**config.mk**
```make
export PLATFORM = sky130hd
export DESIGN_NAME = usb_rx_top
export DESIGN_NICKNAME = d
export VERILOG_FILES = /design/src/hdl/usb_rx_pkg.sv /design/src/hdl/usb_bit_deserializer.sv /design/src/hdl/usb_line_decoder.sv /design/src/hdl/usb_rcu.sv /design/src/hdl/usb_rx_crc.sv /design/src/hdl/usb_rx_fifo.sv /design/src/hdl/usb_rx_top.sv
export VERILOG_INCLUDE_DIRS = /design/src /design/src/hdl
export SDC_FILE = /design/constraint.sdc
export NUM_CORES = 1
export LEC_CHECK = 0
export ABC_AREA = 1
export BUFFER_PORTS_ARGS = -buffer_cell sky130_fd_sc_hd__buf_4
export CORE_ASPECT_RATIO = 0.9
export CORE_MARGIN = 1
export CORE_UTILIZATION = 55
export CTS_CLUSTER_SIZE = 16
export DETAILED_ROUTE_END_ITERATION = 16
export PLACE_DENSITY = 0.77
export SYNTH_ARGS = -nofsm -noshare
export SYNTH_HDL_FRONTEND = slang
export SYNTH_SLANG_ARGS = --single-unit
```
**constraint.sdc**
```tcl
create_clock -name clk -period 2.8 [get_ports clk]
set_input_delay 0.14 -clock clk [delete_from_list [all_inputs] [get_ports clk]]
set_output_delay 0.14 -clock clk [all_outputs]
set_load 0.01 [all_outputs]
```
**src/hdl/usb_rx_config.svh**
```systemverilog
`ifndef USB_RX_CONFIG_SVH
`define USB_RX_CONFIG_SVH

`define USB_CLKS_PER_BIT 4
`define USB_FIFO_DEPTH 8
`define USB_DEV_ADDR 7'h70
`define USB_DEV_ENDP 4'h4
// CRC registers preset to all ones, shift left, sender appends inverted CRC MSB first.
`define USB_CRC5_RESIDUE 5'b01100
`define USB_CRC16_RESIDUE 16'h800D

`endif

```
**src/hdl/usb_rx_pkg.sv**
```systemverilog
package usb_rx_pkg;

    typedef enum logic [2:0] {
        PKT_IDLE  = 3'd0,
        PKT_IN    = 3'd1,
        PKT_OUT   = 3'd2,
        PKT_DATA  = 3'd3,
        PKT_ACK   = 3'd4,
        PKT_NAK   = 3'd5,
        PKT_ERROR = 3'd6
    } rx_packet_t;

    typedef enum logic [3:0] {
        IDLE, LOAD_SYNC, LOAD_PID, DATA_STATE, TOKEN,
        TOKEN_NUMBER, ERROR_STATE, WAIT_EOP, TRANSFER_DONE
    } rcu_state_t;

    typedef struct packed {
        logic first_edge; // One-cycle pulse on the first transition out of idle.
        logic eop;        // Both wires low at a bit sample, held until the next edge.
        logic bit_value;  // NRZI decoded bit, valid at the shift strobe.
    } line_status_t;

    typedef struct packed {
        logic receiving;
        logic r_error;
        logic packet_done;
        logic store_rx_packet;
    } rx_flags_t;

endpackage

```
**src/hdl/usb_bit_deserializer.sv**
```systemverilog
`timescale 1ns/1ns
`include "usb_rx_config.svh"

module usb_bit_deserializer import usb_rx_pkg::*; (
    input  logic         clk,
    input  logic         n_rst,
    input  line_status_t line,
    input  logic         timer_clear,
    output logic         shift_enable,
    output logic         one_byte,
    output logic [7:0]   rcv_data
);
    localparam int CW = $clog2(`USB_CLKS_PER_BIT);
    localparam logic [CW-1:0] LAST_CLK = CW'(`USB_CLKS_PER_BIT - 1);
    localparam logic [CW-1:0] MID_CLK = CW'(`USB_CLKS_PER_BIT / 2 - 1);

    logic [CW-1:0] clk_cnt;
    logic [2:0]    bit_cnt;
    logic [7:0]    shift_reg;
    logic          running;
    logic          do_shift;

    assign shift_enable = running && (clk_cnt == MID_CLK); // Middle of the bit in the registered line.
    assign do_shift = shift_enable && !line.eop;

    always_ff @(posedge clk, negedge n_rst) begin
        if (!n_rst) begin
            clk_cnt  <= '0;
            bit_cnt  <= '0;
            running  <= 1'b0;
            one_byte <= 1'b0;
        end else begin
            one_byte <= do_shift && (bit_cnt == 3'd7);
            if (line.first_edge) begin
                running <= 1'b1;
            end else if (line.eop) begin
                running <= 1'b0;
            end
            if (line.first_edge || timer_clear) begin
                clk_cnt <= '0;
                bit_cnt <= '0;
            end else begin
                if (running) begin
                    clk_cnt <= (clk_cnt == LAST_CLK) ? '0 : clk_cnt + 1'b1;
                end
                if (do_shift) begin
                    bit_cnt <= bit_cnt + 1'b1;
                end
            end
        end
    end

    always_ff @(posedge clk) begin
        if (do_shift) begin
            shift_reg <= {shift_reg[6:0], line.bit_value};
            if (bit_cnt == 3'd7) begin
                rcv_data <= {shift_reg[6:0], line.bit_value}; // Held until the next full byte.
            end
        end
    end

endmodule

```
**src/hdl/usb_line_decoder.sv**
```systemverilog
`timescale 1ns/1ns

module usb_line_decoder import usb_rx_pkg::*; (
    input  logic         clk,
    input  logic         n_rst,
    input  logic         dp,
    input  logic         dm,
    input  logic         shift_enable,
    output line_status_t line
);
    logic dp_s, dp_q;
    logic dm_s, dm_q;
    logic dp_prev;
    logic idle_line;
    logic eop_hold;
    logic edge_r;
    logic se0;
    logic line_j;
    logic edge_hit;

    assign se0 = !dp_q && !dm_q;
    assign line_j = dp_q && !dm_q;
    assign edge_hit = idle_line && (dp_s != dp_q); // First change of dp while the bus is idle.

    always_ff @(posedge clk, negedge n_rst) begin
        if (!n_rst) begin
            dp_s      <= 1'b1; // Line rests in J.
            dp_q      <= 1'b1;
            dm_s      <= 1'b0;
            dm_q      <= 1'b0;
            dp_prev   <= 1'b1;
            idle_line <= 1'b1;
            eop_hold  <= 1'b0;
            edge_r    <= 1'b0;
        end else begin
            dp_s   <= dp;
            dm_s   <= dm;
            dp_q   <= dp_s;
            dm_q   <= dm_s;
            edge_r <= edge_hit;
            if (edge_hit) begin
                idle_line <= 1'b0;
            end else if (eop_hold && line_j) begin
                idle_line <= 1'b1; // Back to J after SE0.
            end
            if (edge_hit) begin
                eop_hold <= 1'b0;
            end else if (shift_enable && se0) begin
                eop_hold <= 1'b1;
            end
            if (idle_line || shift_enable) begin
                dp_prev <= dp_q;
            end
        end
    end

    assign line.first_edge = edge_r;
    assign line.eop = eop_hold || (shift_enable && se0);
    assign line.bit_value = dp_q ~^ dp_prev; // No change reads as a one.

endmodule

```
**src/hdl/usb_rcu.sv**
```systemverilog
`timescale 1ns/1ns
`include "usb_rx_config.svh"

module usb_rcu import usb_rx_pkg::*; (
    input  logic         clk,
    input  logic         n_rst,
    input  line_status_t line,
    input  logic         one_byte,
    input  logic [7:0]   rcv_data,
    input  logic         crc5_err,
    input  logic         crc16_err,
    output rx_packet_t   rx_packet,
    output rx_flags_t    flags,
    output logic         w_enable_buffer,
    output logic         timer_clear
);
    localparam logic [3:0] BYTE_SAT = 4'(`USB_CLKS_PER_BIT);

    rcu_state_t state, next_state;
    rx_packet_t next_rx_packet;
    logic       endp_lsb, next_endp_lsb;
    logic       first_write;
    logic       store_q;
    logic [3:0] since_byte;
    logic       byte_aligned;

    // A byte-aligned eop lands less than one bit period after the last byte strobe.
    assign byte_aligned = (since_byte < BYTE_SAT);

    always_ff @(posedge clk, negedge n_rst) begin
        if (!n_rst) begin
            state       <= IDLE;
            rx_packet   <= PKT_IDLE;
            endp_lsb    <= 1'b0;
            first_write <= 1'b0;
            store_q     <= 1'b0;
            since_byte  <= BYTE_SAT;
        end else begin
            state     <= next_state;
            rx_packet <= next_rx_packet;
            endp_lsb  <= next_endp_lsb;
            store_q   <= w_enable_buffer && first_write;
            if (state == LOAD_PID && next_state == DATA_STATE) begin
                first_write <= 1'b1;
            end else if (w_enable_buffer) begin
                first_write <= 1'b0;
            end
            if (one_byte) begin
                since_byte <= '0;
            end else if (since_byte < BYTE_SAT) begin
                since_byte <= since_byte + 1'b1;
            end
        end
    end

    always_comb begin
        next_state = state;
        next_rx_packet = rx_packet;
        next_endp_lsb = endp_lsb;
        case (state)
            IDLE, ERROR_STATE, TRANSFER_DONE: begin
                if (line.first_edge) begin
                    next_state = LOAD_SYNC;
                    next_rx_packet = PKT_IDLE;
                end else if (state == TRANSFER_DONE) begin
                    next_state = IDLE; // Done lasts one clock.
                end
            end
            LOAD_SYNC: begin
                if (line.eop || (one_byte && rcv_data != 8'b0000_0001)) begin
                    next_state = ERROR_STATE;
                    next_rx_packet = PKT_ERROR;
                end else if (one_byte) begin
                    next_state = LOAD_PID;
                end
            end
            LOAD_PID: begin
                if (line.eop) begin
                    next_state = ERROR_STATE;
                    next_rx_packet = PKT_ERROR;
                end else if (one_byte) begin
                    case (rcv_data[3:0])
                        4'b0001: begin
                            next_state = TOKEN;
                            next_rx_packet = PKT_OUT;
                        end
                        4'b1001: begin
                            next_state = TOKEN;
                            next_rx_packet = PKT_IN;
                        end
                        4'b0011, 4'b1011: begin
                            next_state = DATA_STATE;
                            next_rx_packet = PKT_DATA;
                        end
                        4'b0010: begin
                            next_state = WAIT_EOP;
                            next_rx_packet = PKT_ACK;
                        end
                        4'b1010: begin
                            next_state = WAIT_EOP;
                            next_rx_packet = PKT_NAK;
                        end
                        default: begin
                            next_state = ERROR_STATE;
                            next_rx_packet = PKT_ERROR;
                        end
                    endcase
                end
            end
            TOKEN: begin
                if (line.eop) begin
                    next_state = ERROR_STATE;
                    next_rx_packet = PKT_ERROR;
                end else if (one_byte) begin
                    if (rcv_data[6:0] == `USB_DEV_ADDR) begin
                        next_state = TOKEN_NUMBER;
                        next_endp_lsb = rcv_data[7]; // Endpoint bit 0 rides in the address byte.
                    end else begin
                        next_state = WAIT_EOP;
                    end
                end
            end
            TOKEN_NUMBER: begin
                if (line.eop) begin
                    next_state = crc5_err ? ERROR_STATE : TRANSFER_DONE;
                    next_rx_packet = crc5_err ? PKT_ERROR : rx_packet;
                end else if (one_byte && {rcv_data[2:0], endp_lsb} != `USB_DEV_ENDP) begin
                    next_state = WAIT_EOP;
                end
            end
            DATA_STATE: begin
                if (line.eop) begin
                    if (byte_aligned && !crc16_err) begin
                        next_state = TRANSFER_DONE;
                    end else begin
                        next_state = ERROR_STATE;
                        next_rx_packet = PKT_ERROR;
                    end
                end
            end
            WAIT_EOP: begin
                if (line.eop) begin
                    next_state = TRANSFER_DONE;
                end
            end
            default: next_state = IDLE;
        endcase
    end

    always_comb begin
        flags.receiving = 1'b0;
        flags.r_error = 1'b0;
        flags.packet_done = 1'b0;
        flags.store_rx_packet = store_q;
        w_enable_buffer = 1'b0;
        timer_clear = 1'b0;
        case (state)
            LOAD_SYNC, LOAD_PID, TOKEN, TOKEN_NUMBER, WAIT_EOP: flags.receiving = 1'b1;
            DATA_STATE: begin
                flags.receiving = 1'b1;
                w_enable_buffer = one_byte; // CRC bytes go in too.
            end
            ERROR_STATE: flags.r_error = 1'b1;
            TRANSFER_DONE: begin
                flags.packet_done = 1'b1;
                timer_clear = 1'b1;
            end
            default: ;
        endcase
    end

endmodule

```
**src/hdl/usb_rx_crc.sv**
```systemverilog
`timescale 1ns/1ns
`include "usb_rx_config.svh"

module usb_rx_crc import usb_rx_pkg::*; (
    input  logic         clk,
    input  logic         n_rst,
    input  line_status_t line,
    input  logic         shift_enable,
    input  logic         one_byte,
    output logic         crc5_err,
    output logic         crc16_err
);
    logic [1:0]  byte_cnt;
    logic        crc_on;
    logic [4:0]  crc5;
    logic [15:0] crc16;
    logic        fb5, fb16;

    assign crc_on = (byte_cnt == 2'd2); // Sync and PID are behind us.
    assign fb5 = line.bit_value ^ crc5[4];
    assign fb16 = line.bit_value ^ crc16[15];

    always_ff @(posedge clk, negedge n_rst) begin
        if (!n_rst) begin
            byte_cnt <= '0;
            crc5     <= '1;
            crc16    <= '1;
        end else if (line.first_edge) begin
            byte_cnt <= '0;
            crc5     <= '1;
            crc16    <= '1;
        end else begin
            if (one_byte && !crc_on) begin
                byte_cnt <= byte_cnt + 1'b1;
            end
            if (shift_enable && !line.eop && crc_on) begin
                crc5  <= {crc5[3:0], 1'b0} ^ {2'b00, fb5, 1'b0, fb5};
                crc16 <= {crc16[14:0], 1'b0} ^ {fb16, 12'b0, fb16, 1'b0, fb16};
            end
        end
    end

    // The registers freeze after eop, so the levels hold until the next edge.
    assign crc5_err = (crc5 != `USB_CRC5_RESIDUE);
    assign crc16_err = (crc16 != `USB_CRC16_RESIDUE);

endmodule

```
**src/hdl/usb_rx_fifo.sv**
```systemverilog
`timescale 1ns/1ns
`include "usb_rx_config.svh"

module usb_rx_fifo (
    input  logic       clk,
    input  logic       n_rst,
    input  logic       w_enable,
    input  logic [7:0] wdata,
    input  logic       rd,
    output logic [7:0] rx_data,
    output logic       empty,
    output logic       full
);
    localparam int DEPTH = `USB_FIFO_DEPTH;
    localparam int AW = $clog2(DEPTH);
    localparam int CW = $clog2(DEPTH + 1);
    localparam logic [AW-1:0] LAST_PTR = AW'(DEPTH - 1);

    logic [7:0]    mem [DEPTH];
    logic [AW-1:0] wptr, rptr;
    logic [CW-1:0] count;
    logic          do_write, do_read;

    assign empty = (count == '0);
    assign full = (count == CW'(DEPTH));
    assign do_write = w_enable && !full; // Bytes arriving while full are lost.
    assign do_read = rd && !empty;
    assign rx_data = mem[rptr];

    always_ff @(posedge clk) begin
        if (do_write) begin
            mem[wptr] <= wdata;
        end
    end

    always_ff @(posedge clk, negedge n_rst) begin
        if (!n_rst) begin
            wptr  <= '0;
            rptr  <= '0;
            count <= '0;
        end else begin
            if (do_write) begin
                wptr <= (wptr == LAST_PTR) ? '0 : wptr + 1'b1;
            end
            if (do_read) begin
                rptr <= (rptr == LAST_PTR) ? '0 : rptr + 1'b1;
            end
            if (do_write && !do_read) begin
                count <= count + 1'b1;
            end else if (do_read && !do_write) begin
                count <= count - 1'b1;
            end
        end
    end

endmodule

```
**src/hdl/usb_rx_top.sv**
```systemverilog
`timescale 1ns/1ns

module usb_rx_top import usb_rx_pkg::*; (
    input  logic       clk,
    input  logic       n_rst,
    input  logic       dp,
    input  logic       dm,
    input  logic       get_rx_data,
    output rx_packet_t rx_packet,
    output logic [7:0] rx_data,
    output logic       rx_empty,
    output logic       rx_full,
    output rx_flags_t  flags
);
    line_status_t line;
    logic         shift_enable;
    logic         one_byte;
    logic [7:0]   rcv_data;
    logic         crc5_err, crc16_err;
    logic         w_enable_buffer;
    logic         timer_clear;

    usb_line_decoder u_line_decoder (
        .clk(clk), .n_rst(n_rst), .dp(dp), .dm(dm),
        .shift_enable(shift_enable), .line(line)
    );

    usb_bit_deserializer u_bit_deserializer (
        .clk(clk), .n_rst(n_rst), .line(line), .timer_clear(timer_clear),
        .shift_enable(shift_enable), .one_byte(one_byte), .rcv_data(rcv_data)
    );

    usb_rx_crc u_rx_crc (
        .clk(clk), .n_rst(n_rst), .line(line), .shift_enable(shift_enable),
        .one_byte(one_byte), .crc5_err(crc5_err), .crc16_err(crc16_err)
    );

    usb_rcu u_rcu (
        .clk(clk), .n_rst(n_rst), .line(line), .one_byte(one_byte), .rcv_data(rcv_data),
        .crc5_err(crc5_err), .crc16_err(crc16_err), .rx_packet(rx_packet), .flags(flags),
        .w_enable_buffer(w_enable_buffer), .timer_clear(timer_clear)
    );

    usb_rx_fifo u_rx_fifo (
        .clk(clk), .n_rst(n_rst), .w_enable(w_enable_buffer), .wdata(rcv_data),
        .rd(get_rx_data), .rx_data(rx_data), .empty(rx_empty), .full(rx_full)
    );

endmodule

```
After elaboration in Yosys (flattened, before gate mapping)
Memories as Yosys holds them, arrays and structs flattened.
Cells that the tools add are included.
Word-level totals
  register bits after elaboration: 77
  RAM bits: 64
  logic and storage cells: 190
  memories: 1
Operators by class
  reduce and logical (&&, ||, !) cells: 53
  magnitude comparators: 1
  equality and inequality tests: 36
  bitwise logic cells: 6
  muxes and demuxes: 59
  $add $sub $neg: 8
Memories
  u_rx_fifo.mem: depth 8, width 8, rd ports 1, clocked after Yosys merged registers in 0, write ports 1, RTL line usb_rx_fifo.sv:19  | logic [7:0] mem [DEPTH];
Operator list (number)
  4-bit 2-to-1 mux: 18
  3-bit 2-to-1 mux: 13
  16-bit 2-to-1 mux: 2
  4-bit one-hot mux with 7 select lines: 1
  4-bit by 2-bit equality test with 1-bit output (second input constant): 5
  4-bit equality test (second input constant): 5
  2-bit nonzero test: 10
  1-bit logical AND: 19
  3-bit one-hot mux with 6 select lines: 1
  4-bit by 3-bit equality test with 1-bit output (second input constant): 4
  16-bit inequality test (second input constant): 1
  16-bit bitwise XOR: 1
  3-bit one-hot mux with 5 select lines: 1
  1-bit 2-to-1 mux: 14
  2-bit 2-to-1 mux: 6
  5-bit 2-to-1 mux: 2
  2-bit by 1-bit inequality test with 1-bit output (second input constant): 5
  3-bit by 1-bit adder with 3-bit output (second input constant): 3
  3-bit equality test (second input constant): 3
  1-bit logical NOT: 9
  3-bit one-hot mux with 3 select lines: 1
  9-bit AND reduction: 1
  4-bit by 1-bit adder with 4-bit output (second input constant): 2
  4-bit by 1-bit equality test with 1-bit output (second input constant): 2
  24 further kinds: 34

Depth between registers and ports, before layout
Gate-level depths: netlist of the first run.
  depth in word-level cells: 10
  depth in mapped cells: 13
  gate-level depth less buffers: 13

Cells and area by module
Synthesis of the first run repeated with hierarchy kept, for this count alone.
Unflattened totals
  cell total of the unflattened synthesis: 770
  area, all modules: 6849.1 µm²
By module, submodules not included
  usb_rx_fifo: cells an instance 363, area an instance 3413.3 µm², seq. area each 2172.1 µm², instances 1
  usb_rcu: cells an instance 188, area an instance 1154.9 µm², seq. area each 351.6 µm², instances 1
  usb_rx_crc: cells an instance 134, area an instance 1152.4 µm², seq. area each 601.8 µm², instances 1
  usb_bit_deserializer: cells an instance 54, area an instance 813.3 µm², seq. area each 625.6 µm², instances 1
  usb_line_decoder: cells an instance 31, area an instance 315.3 µm², seq. area each 205.2 µm², instances 1

Worst setup path after synthesis of the first run
Ideal clock, no wire load.
  kind: register to register
  start point: register u_rx_fifo.count[0]
  end point: register u_rx_fifo.count[3]
  clock period less this slack: 2.349 ns
  arrival: 2.267 ns
  data required time: 2.717 ns
  library setup time: 0.083 ns
  stages on the path, launching flop included: 13
  path buffers: 0
  setup slack: 0.451 ns
  cell sequence: dfrtp_1 -> nor2_1 -> inv_1 -> nor3_1 -> nor2_4 -> ha_1 -> inv_1 -> ha_1 -> a21o_1 -> a21oi_1 -> xor2_1 -> nand2_1 -> o21ai_0
On the way
  word-level cells in the longest chain between the ends: 6
Ends and longest elaborated chain
  start, declared: RTL line usb_rx_fifo.sv:21  | logic [CW-1:0] count;
  start signal, assigned: RTL line usb_rx_fifo.sv:49  | count <= count + 1'b1;
  start signal, assigned: RTL line usb_rx_fifo.sv:51  | count <= count - 1'b1;
  4-bit equality test *: RTL line usb_rx_fifo.sv:25  | assign full = (count == CW'(DEPTH));
  net rx_full: RTL line usb_rx_top.sv:12  | output logic rx_full,
  1-bit logical NOT *: RTL line usb_rx_fifo.sv:26  | assign do_write = w_enable && !full;
  1-bit logical AND *: RTL line usb_rx_fifo.sv:26
  net u_rx_fifo.do_write: RTL line usb_rx_fifo.sv:22  | logic do_write, do_read;
  1-bit logical NOT: RTL line usb_rx_fifo.sv:50  | end else if (do_read && !do_write) begin
  1-bit logical AND: RTL line usb_rx_fifo.sv:50
  2-bit nonzero test (no source line)
The timed path passes the listed nets; every way through them passes the cells marked *. The select of a mux whose other input is x is not followed.
A chain may end at the register's enable or synchronous reset.

Worst setup path after layout of the first run
  start point: register u_rcu.state[3]
  end point: register u_rx_fifo.count[3]
On the way
  word-level cells in the longest chain between the ends: 6
Ends and longest elaborated chain
  start, declared: RTL line usb_rcu.sv:19  | rcu_state_t state, next_state;
  start signal, assigned: RTL line usb_rcu.sv:39  | state <= next_state;
  4-bit by 2-bit equality test with 1-bit output *: RTL line usb_rcu.sv:157  | case (state)
  1-bit 2-to-1 mux *: RTL line usb_rcu.sv:157
  1-bit logical AND *: RTL line usb_rx_fifo.sv:26
  net u_rx_fifo.do_write: RTL line usb_rx_fifo.sv:22
  1-bit logical NOT: RTL line usb_rx_fifo.sv:50
  1-bit logical AND: RTL line usb_rx_fifo.sv:50
  2-bit nonzero test (no source line)
The timed path passes the listed nets; every way through them passes the cells marked *.

==> results of run 1 <==
==> per-layer routing <==
metal | routed length, um | vias to the layer above | part of all wire | track usage
li1 | - | 2150 | - | -
met1 | 5430 | 2115 | 0.44 | 0.288
met2 | 6110 | 139 | 0.49 | 0.371
met3 | 655 | 18 | 0.053 | 0.0618
met4 | 174 | 0 | 0.014 | 0.0881
met5 | 0 | - | 0 | 0
==> synthesized netlist by cell type, types with 2 or more instances <==
| cell type | instances | area share |
|---|---|---|
| a21oi_1 | 12 | 0.0094 |
| buf_4 | 3 | 0.0035 |
| nand2_1 | 90 | 0.053 |
| o21ai_0 | 43 | 0.034 |
| nor2_1 | 94 | 0.056 |
| inv_2 | 3 | 0.0018 |
| nand2_4 | 3 | 0.0053 |
| nand2_2 | 5 | 0.0049 |
| nand3_2 | 2 | 0.0031 |
| a211oi_1 | 2 | 0.0024 |
| o32ai_1 | 16 | 0.022 |
| nor2_4 | 3 | 0.0053 |
| xnor2_1 | 3 | 0.0041 |
| o21ai_1 | 3 | 0.0024 |
| a22oi_1 | 14 | 0.017 |
| edfxtp_1 | 79 | 0.37 |
| a22oi_2 | 3 | 0.0059 |
| a31oi_1 | 2 | 0.0020 |
| nor2_2 | 4 | 0.0039 |
| dfstp_2 | 26 | 0.11 |
| xor2_1 | 6 | 0.0083 |
| clkbuf_1 | 9 | 0.0053 |
| nand4_1 | 2 | 0.0020 |
| buf_2 | 4 | 0.0031 |
| ha_1 | 13 | 0.026 |
| dfrtp_1 | 36 | 0.14 |
| nor3_1 | 18 | 0.014 |
| nand3_1 | 30 | 0.024 |
| inv_1 | 74 | 0.044 |
| clkinv_1 | 2 | 0.0012 |
==> worst max-delay path: stages (launching register included) <==
cell and delay (ns):
dfrtp_1 0.42, nor2_2 0.21, nand3_2 0.12, nor2_1 0.11
inv_1 0.10, nor2_4 0.20, ha_1 0.22, inv_1 0.11
ha_1 0.32, a21o_1 0.18, a21oi_1 0.15, xor2_1 0.15
nand2_1 0.06, o21ai_0 0.07
==> where the power goes <==
group	total, W	switching (W)	internal, W	leakage (nW)
logic	0.00110	0.000662	0.000441	1.43
clock network	0.00214	0.000816	0.00133	0.280
registers	0.00230	0.0000657	0.00224	1.46
==> path summary, 6_finish.rpt <==
| check | from | to | slack (ns) | cells after the start |
|---|---|---|---|---|
| max | u_rcu.state[3] | u_rx_fifo.count[3] | 0.30 | 13 |
| min | get_rx_data | u_rx_fifo.rptr[1] | 0.11 | 5 |
| max reg2reg | u_rcu.state[3] | u_rx_fifo.count[3] | 0.30 | 13 |
| min reg2reg | u_line_decoder.dm_s | u_line_decoder.dm_q | 0.35 | 0 |
| max in group asynchronous | n_rst | u_bit_deserializer.bit_cnt[2] | 1.93 | 2 |
| min in group asynchronous | n_rst | u_rcu.rx_packet[1] | 0.36 | 2 |
==> area by class of cell <==
class	count	area, um2
clock inverter	8	83.8
tap	152	190
clock buffer	24	493
sequential	141	3960
multi-input combinational	375	2010
fill	831	3710
timing repair buffer	38	293
inverter	79	297
==> through the flow <==
step	hold slack (ns)	util	cells	cell area, um2	total power, W
floorplan	-0.156	-	614	6360	0.00304
global placement	0.249	0.608	782	6710	0.00338
detailed placement	0.250	0.608	782	6710	0.00344
CTS	0.105	0.663	817	7320	0.00559
global route	0.145	0.663	817	7320	0.00581
finish	0.114	0.663	817	7320	0.00555
==> cell families after synthesis <==
group / after synthesis / synth area share
AND/OR/NAND/NOR: 254 / 0.177
flip-flops: 141 / 0.622
buffers and inverters: 98 / 0.0618
AO/OA/AOI/OAI: 98 / 0.0980
XOR/XNOR: 9 / 0.0124
adder cells (fa/ha/maj): 14 / 0.0287
==> timing repair <==
action | 4_1_cts | 5_1_grt
hold buffers | 3 | 0
hold endpoints to repair | 38 | 0
setup endpoints to repair | 0 | 0
==> run metrics, run 1 <==
Max-Cap Viols=0; CP Max Fanout=9; width of the die=about 120 um; Fin. Hold Viols=0; Setup Viol. Count Final=0; starting utilization of the core area=0.576; post-DP HPWL=8.17 mm; post-synth cell types=40; TNS Setup=0 ns; cell chosen for the clock root=clkbuf_16; max FFs per register=between 60 and 70; Tmin final=about 2.5 ns; Seq cells post-synth=141; drt total wl=about 12 mm; Via-to-Cell Ratio=between 5 and 6; total track usage=0.228; dominant synthesized flop cell=edfxtp_1; crit end category=flop; Worst-path clk slew=about 0.060 ns; commonest non-fill, non-tap cell in the layout=nor2_1; setup ws final=~0.30 ns; critical path class=reg -> reg; Post-synth ARST share=0.440; Antenna Violating Nets Remaining=0; status=completed; First-pass DRT Iterations=6; post-CTS resize count=0; DRC=0; average wire per standard cell=between 15 and 20 um; crit start category=flop; cts bufs inserted=17; Final Skew=~0.009 ns; Worst Path Required=between 3 and 4 ns; post-CTS setup buffers=0; Sink Count=141; Congestion Overflow GR=0; Yosys warnings=0; Max-slew headroom=0.479; Syn Inst Count=roughly 610; final net count=roughly 670; GPL Wtd Cong=approximately 0.9; Slew @ Worst Pin=0.782 ns; CTS tree=done; fin crit share=0.894; Area Growth Syn to Fin=15.2%; initial detailed-routing violation count=around 370; layout cells sized above 1=0.171; Placeable Area=roughly 0.011 mm2; arrival time at the worst endpoint=2.84 ns; io pins=22; global-route wire length before repair=20.7 mm; Die Ht=between 100 and 150 um; worst hold path class=in -> reg; Cell Pwr Density=758 mW/mm2; Mapped Avg Cell Area=roughly 10 um2; Seq/Total Area, Yosys=0.622; Regs by FF count=u_rx_fifo.mem x64, u_rx_crc.crc16 x16, u_bit_deserializer.rcv_data x8; die area=approximately 0.012 mm2; Pleak=approximately 3.2 nW; largest net degree at the start of global routing=63; RSZ-0062 raised after global routing=no; most frequent cells in the layout=94 x nor2_1, 90 x nand2_1, 79 x edfxtp_1, 74 x inv_1, 43 x o21ai_0; Antenna diodes=0; clk buf depth=2; Synth Cell Area=between 0.006 and 0.007 mm2; clock latency on the worst-skew pair=~0.42 ns; VDD IR max=between 0.0007 and 0.0008 V; register name with the most flops=u_rx_fifo.mem; fin. max-slew vios=0; num rows=36; antenna violations before repair=0; total number of vias=around 4.4k; Max Fclk=approximately 0.4 GHz; syn nets=633; pre-CTS WS=0.315 ns; EDFF count, synth=79; CTS H-tree depth=4; number of port buffers=21; vias in the first global route=~4.4k
Note: power is estimated with default switching activity, not from simulation.
==> inputs of run 2 (changes only) <==
--- a/config.mk
+++ b/config.mk
@@ -6,12 +6,11 @@
 export SDC_FILE = /design/constraint.sdc
 export NUM_CORES = 1
 export LEC_CHECK = 0
-export ABC_AREA = 1
 export BUFFER_PORTS_ARGS = -buffer_cell sky130_fd_sc_hd__buf_4
 export CORE_ASPECT_RATIO = 0.9
 export CORE_MARGIN = 1
 export CORE_UTILIZATION = 55
-export CTS_CLUSTER_SIZE = 16
+export CTS_CLUSTER_SIZE = 14
 export DETAILED_ROUTE_END_ITERATION = 16
 export PLACE_DENSITY = 0.77
 export SYNTH_ARGS = -nofsm -noshare
==> constraint.sdc (replaced) <==
create_clock -name clk -period 2.8 [get_ports clk]
set_input_delay 0.42 -clock clk [delete_from_list [all_inputs] [get_ports clk]]
set_output_delay 0.42 -clock clk [all_outputs]
set_load 0.01 [all_outputs]
==> run metrics, run 2 <==
status=completed; r2r worst-path depth=12 (-1); Antenna diodes=0 (unchanged); CP peak stage delay=0.37 ns (-0.05 ns); Slew @ Worst Pin=0.830 ns (+0.0484 ns); crit start category=flop; io pins=22 (unchanged); Via-to-Cell Ratio=5.81 (+7.4%); Fin. Hold Viols=0 (unchanged); post-synth top area share=0.386 (+0.0126); fillers=763 (-8.2%); RSZ-0062 raised after global routing=no; Int Power=0.00388 W (-3.0%); syn nets=446 (-30%); most frequent cells in the layout=79 x edfxtp_1, 40 x buf_4, 36 x dfrtp_1, 28 x nor2_1, 26 x dfstp_2; Sink Count=141 (unchanged); Yosys warnings=0 (unchanged); Comb power frac=0.169 (-0.030); GPL Wtd Cong=0.871 (-1.6%); Sw Pwr=0.00133 W (-14%); post-synth top area cell=edfxtp_1; Die Ht=102 um (-1.6%); Synth Cell Area=0.00615 mm2 (-3.3%); CP Max Fanout=10 (+1); Placeable Area=0.0109 mm2 (-1.6%); post-DP HPWL=7.39 mm (-9.5%); vias in the first global route=3586 (-18%); number of port buffers=21 (unchanged); clk buf depth=2 (unchanged); post-CTS setup buffers=0 (unchanged); clock power share=0.387 (about the same); num rows=36 (unchanged); register area=0.00396 mm2 (unchanged); Max-slew headroom=0.441 (-0.0374); synth top area cells=edfxtp_1 39%, dfrtp_1 15%, dfstp_2 11%; DRC=0 (unchanged); fin crit share=0.916 (+0.0222); width of the die=113 um (-1.6%); reg-to-reg startpoint=u_rcu.state[2]; CP Buf/Inv Count=2 (unchanged); most frequent cells after synthesis=79 x edfxtp_1, 36 x dfrtp_1, 28 x nor2_1; Area Growth Syn to Fin=14.9%; worst hold path class=in -> async; die area=0.0116 mm2 (-3.2%); Max-Cap Viols=0 (unchanged); total track usage=0.220 (-0.00772); crit end category=flop; largest net degree at the start of global routing=63 (unchanged); fin. max-slew vios=0 (unchanged); Final Skew=0.0153 ns (+0.00633 ns); dominant synthesized flop cell=edfxtp_1; layout cells sized above 1=0.288 (+0.116); Seq/Total Area, Yosys=0.643 (+0.0210); EDFF count, synth=79 (unchanged); Congestion Overflow GR=0 (unchanged); Syn Inst Count=427 (-30%); drt total wl=11.3 mm (-8.6%); First-pass DRT Iterations=6 (unchanged); Tmin final=2.57 ns (+0.0622 ns); Multi-input gate area=0.00204 mm2 (+1.6%); Regs by FF count=u_rx_fifo.mem x64, u_rx_crc.crc16 x16, u_bit_deserializer.rcv_data x8; Seq cells post-synth=141 (unchanged); final instance count without filler cells=625 (-24%); Worst-path clk slew=0.06 ns (about the same); Slowest-stage cell, CP=dfrtp_1; flop-to-flop setup slack=0.23 ns (-0.06 ns); Antenna Violating Nets Remaining=0 (unchanged); placed inst area=0.00653 mm2 (-2.8%); crit path cell chain=and4bb_1 -> nand2_1 -> or2_4 -> inv_2 -> ha_1 -> inv_1 -> ha_1 -> a21o_1 -> a21oi_1 -> xnor2_1 -> nor2_1 -> xor2_1; fin area=0.00707 mm2 (-3.5%); post-synth cell types=64 (+60%); max FFs per register=64 (unchanged); cell chosen for the clock root=clkbuf_16; arrival time at the worst endpoint=2.88 ns (+0.04 ns); starting utilization of the core area=0.567 (-0.00957); Worst Path Required=3.12 ns (-0.02 ns); most frequent CP cell=ha_1; CTS tree=done; VDD IR max=0.000527 V (-28%); final net count=479 (-29%); total number of vias=3633 (-18%); clock latency on the worst-skew pair=0.43 ns (about the same); antenna violations before repair=0 (unchanged); initial detailed-routing violation count=208 (-44%); cts bufs inserted=17 (unchanged); commonest non-fill, non-tap cell in the layout=edfxtp_1; worst hold slack=0.0737 ns (-0.0407 ns); post-CTS resize count=0 (unchanged); Max Fclk=0.390 GHz (-2.4%); RR Endpoint=u_rx_fifo.count[3]; Worst path top cell family by delay=simple AND/OR/NAND/NOR gates; Post-synth ARST share=0.440 (unchanged); TNS Setup=0 ns (unchanged); Mapped Avg Cell Area=14.4 um2 (+39%); global-route wire length before repair=18.5 mm (-10%); Setup Viol. Count Final=0 (unchanged); switch share=0.255 (-0.0234); average wire per standard cell=18.1 um (+20%); sequential share of power=0.444 (+0.029); Pleak=2.71 nW (-15%); CTS H-tree depth=4 (unchanged); Cell Pwr Density=738 mW/mm2 (-2.6%); cts hold-fix bufs=0 (-3); critical path class=reg -> reg; register name with the most flops=u_rx_fifo.mem; most common cell in the synthesized netlist=edfxtp_1; placed cell count=593 (-24%)
-- run 2: cell count changes in the layout (fill, tap and decap cells not counted), moves of 16 or more --
cell	previous run	this run
inv_1	74	10
mux4_2	0	16
nand3_1	30	7
o22a_1	0	20
nor2_1	94	28
nand2_1	90	23
o21ai_0	43	11
o32ai_1	16	0
-- run 2: area by class of cell --
| class | instances | area share |
|---|---|---|
| Timing Repair Buffer | 40 | 0.0425 |
| Inverter | 11 | 0.00584 |
| Tap cell | 152 | 0.0269 |
| Clock inverter | 15 | 0.0159 |
| Multi-Input combinational cell | 249 | 0.289 |
| Sequential cell | 141 | 0.560 |
| Clock buffer | 17 | 0.0602 |
-- run 2: metrics by stage --
step	setup slack, ns	power (W)	utilization
final	0.234	0.00521	0.651
after global routing	0.0635	0.00544	0.651
after CTS	0.0710	0.00527	0.651
after detailed placement	0.0842	0.00325	0.601
after global placement	0.274	0.00322	0.601
after floorplan	0.154	0.00296	-
-- run 2: power by group through the flow --
stage | logic (W) | clock network [W] | registers (W)
floorplan | 0.000645 | 0 | 0.00232
global placement | 0.000872 | 0 | 0.00235
detailed placement | 0.000892 | 0 | 0.00236
CTS | 0.000897 | 0.00206 | 0.00232
global route | 0.000961 | 0.00215 | 0.00233
finish | 0.000879 | 0.00202 | 0.00232
-- run 2: worst reg2reg max path: cells and delay by family (launching register included) --
kind / cells / cell delay [ns]
XOR/XNOR: 2 / 0.29
AND/OR/NAND/NOR: 4 / 0.76
buffers and inverters: 2 / 0.18
flip-flops: 1 / 0.37
adder cells (fa/ha/maj): 2 / 0.49
AO/OA/AOI/OAI: 2 / 0.37
-- run 2: metal layers --
metal,GRT usage,share of wire,vias to the layer above
met2,0.366,0.51,114
li1,-,-,1689
met4,0.0901,0.017,0
met3,0.0747,0.056,22
met5,0,0,-
met1,0.266,0.42,1808
-- run 2: worst max-delay path by stage --
stage	startpoint	end	slack (ns)	depth (start not counted)
5_1_grt	u_rx_fifo.count[0]	u_rx_fifo.count[3]	0.06	10
6_report	u_rcu.state[2]	u_rx_fifo.count[3]	0.23	12
3_3_place_gp	u_rx_fifo.count[0]	u_rx_fifo.count[3]	0.27	11
2_1_floorplan	u_rx_fifo.count[0]	u_rx_fifo.count[3]	0.15	12
4_1_cts	u_rx_fifo.count[0]	u_rx_fifo.count[3]	0.07	11
3_5_place_dp	u_rx_fifo.count[0]	u_rx_fifo.count[3]	0.08	11
-- run 2: cell families (layout without fill, tap and decap cells) --
family,count (synthesis),in the layout,share of synthesized area
AND/OR/NAND/NOR,113,113,0.102
XOR/XNOR,15,15,0.0214
adder cells (fa/ha/maj),15,15,0.0313
flip-flops,141,141,0.643
buffers and inverters,37,83,0.0264
multiplexers,35,35,0.0938
AO/OA/AOI/OAI,71,71,0.0822
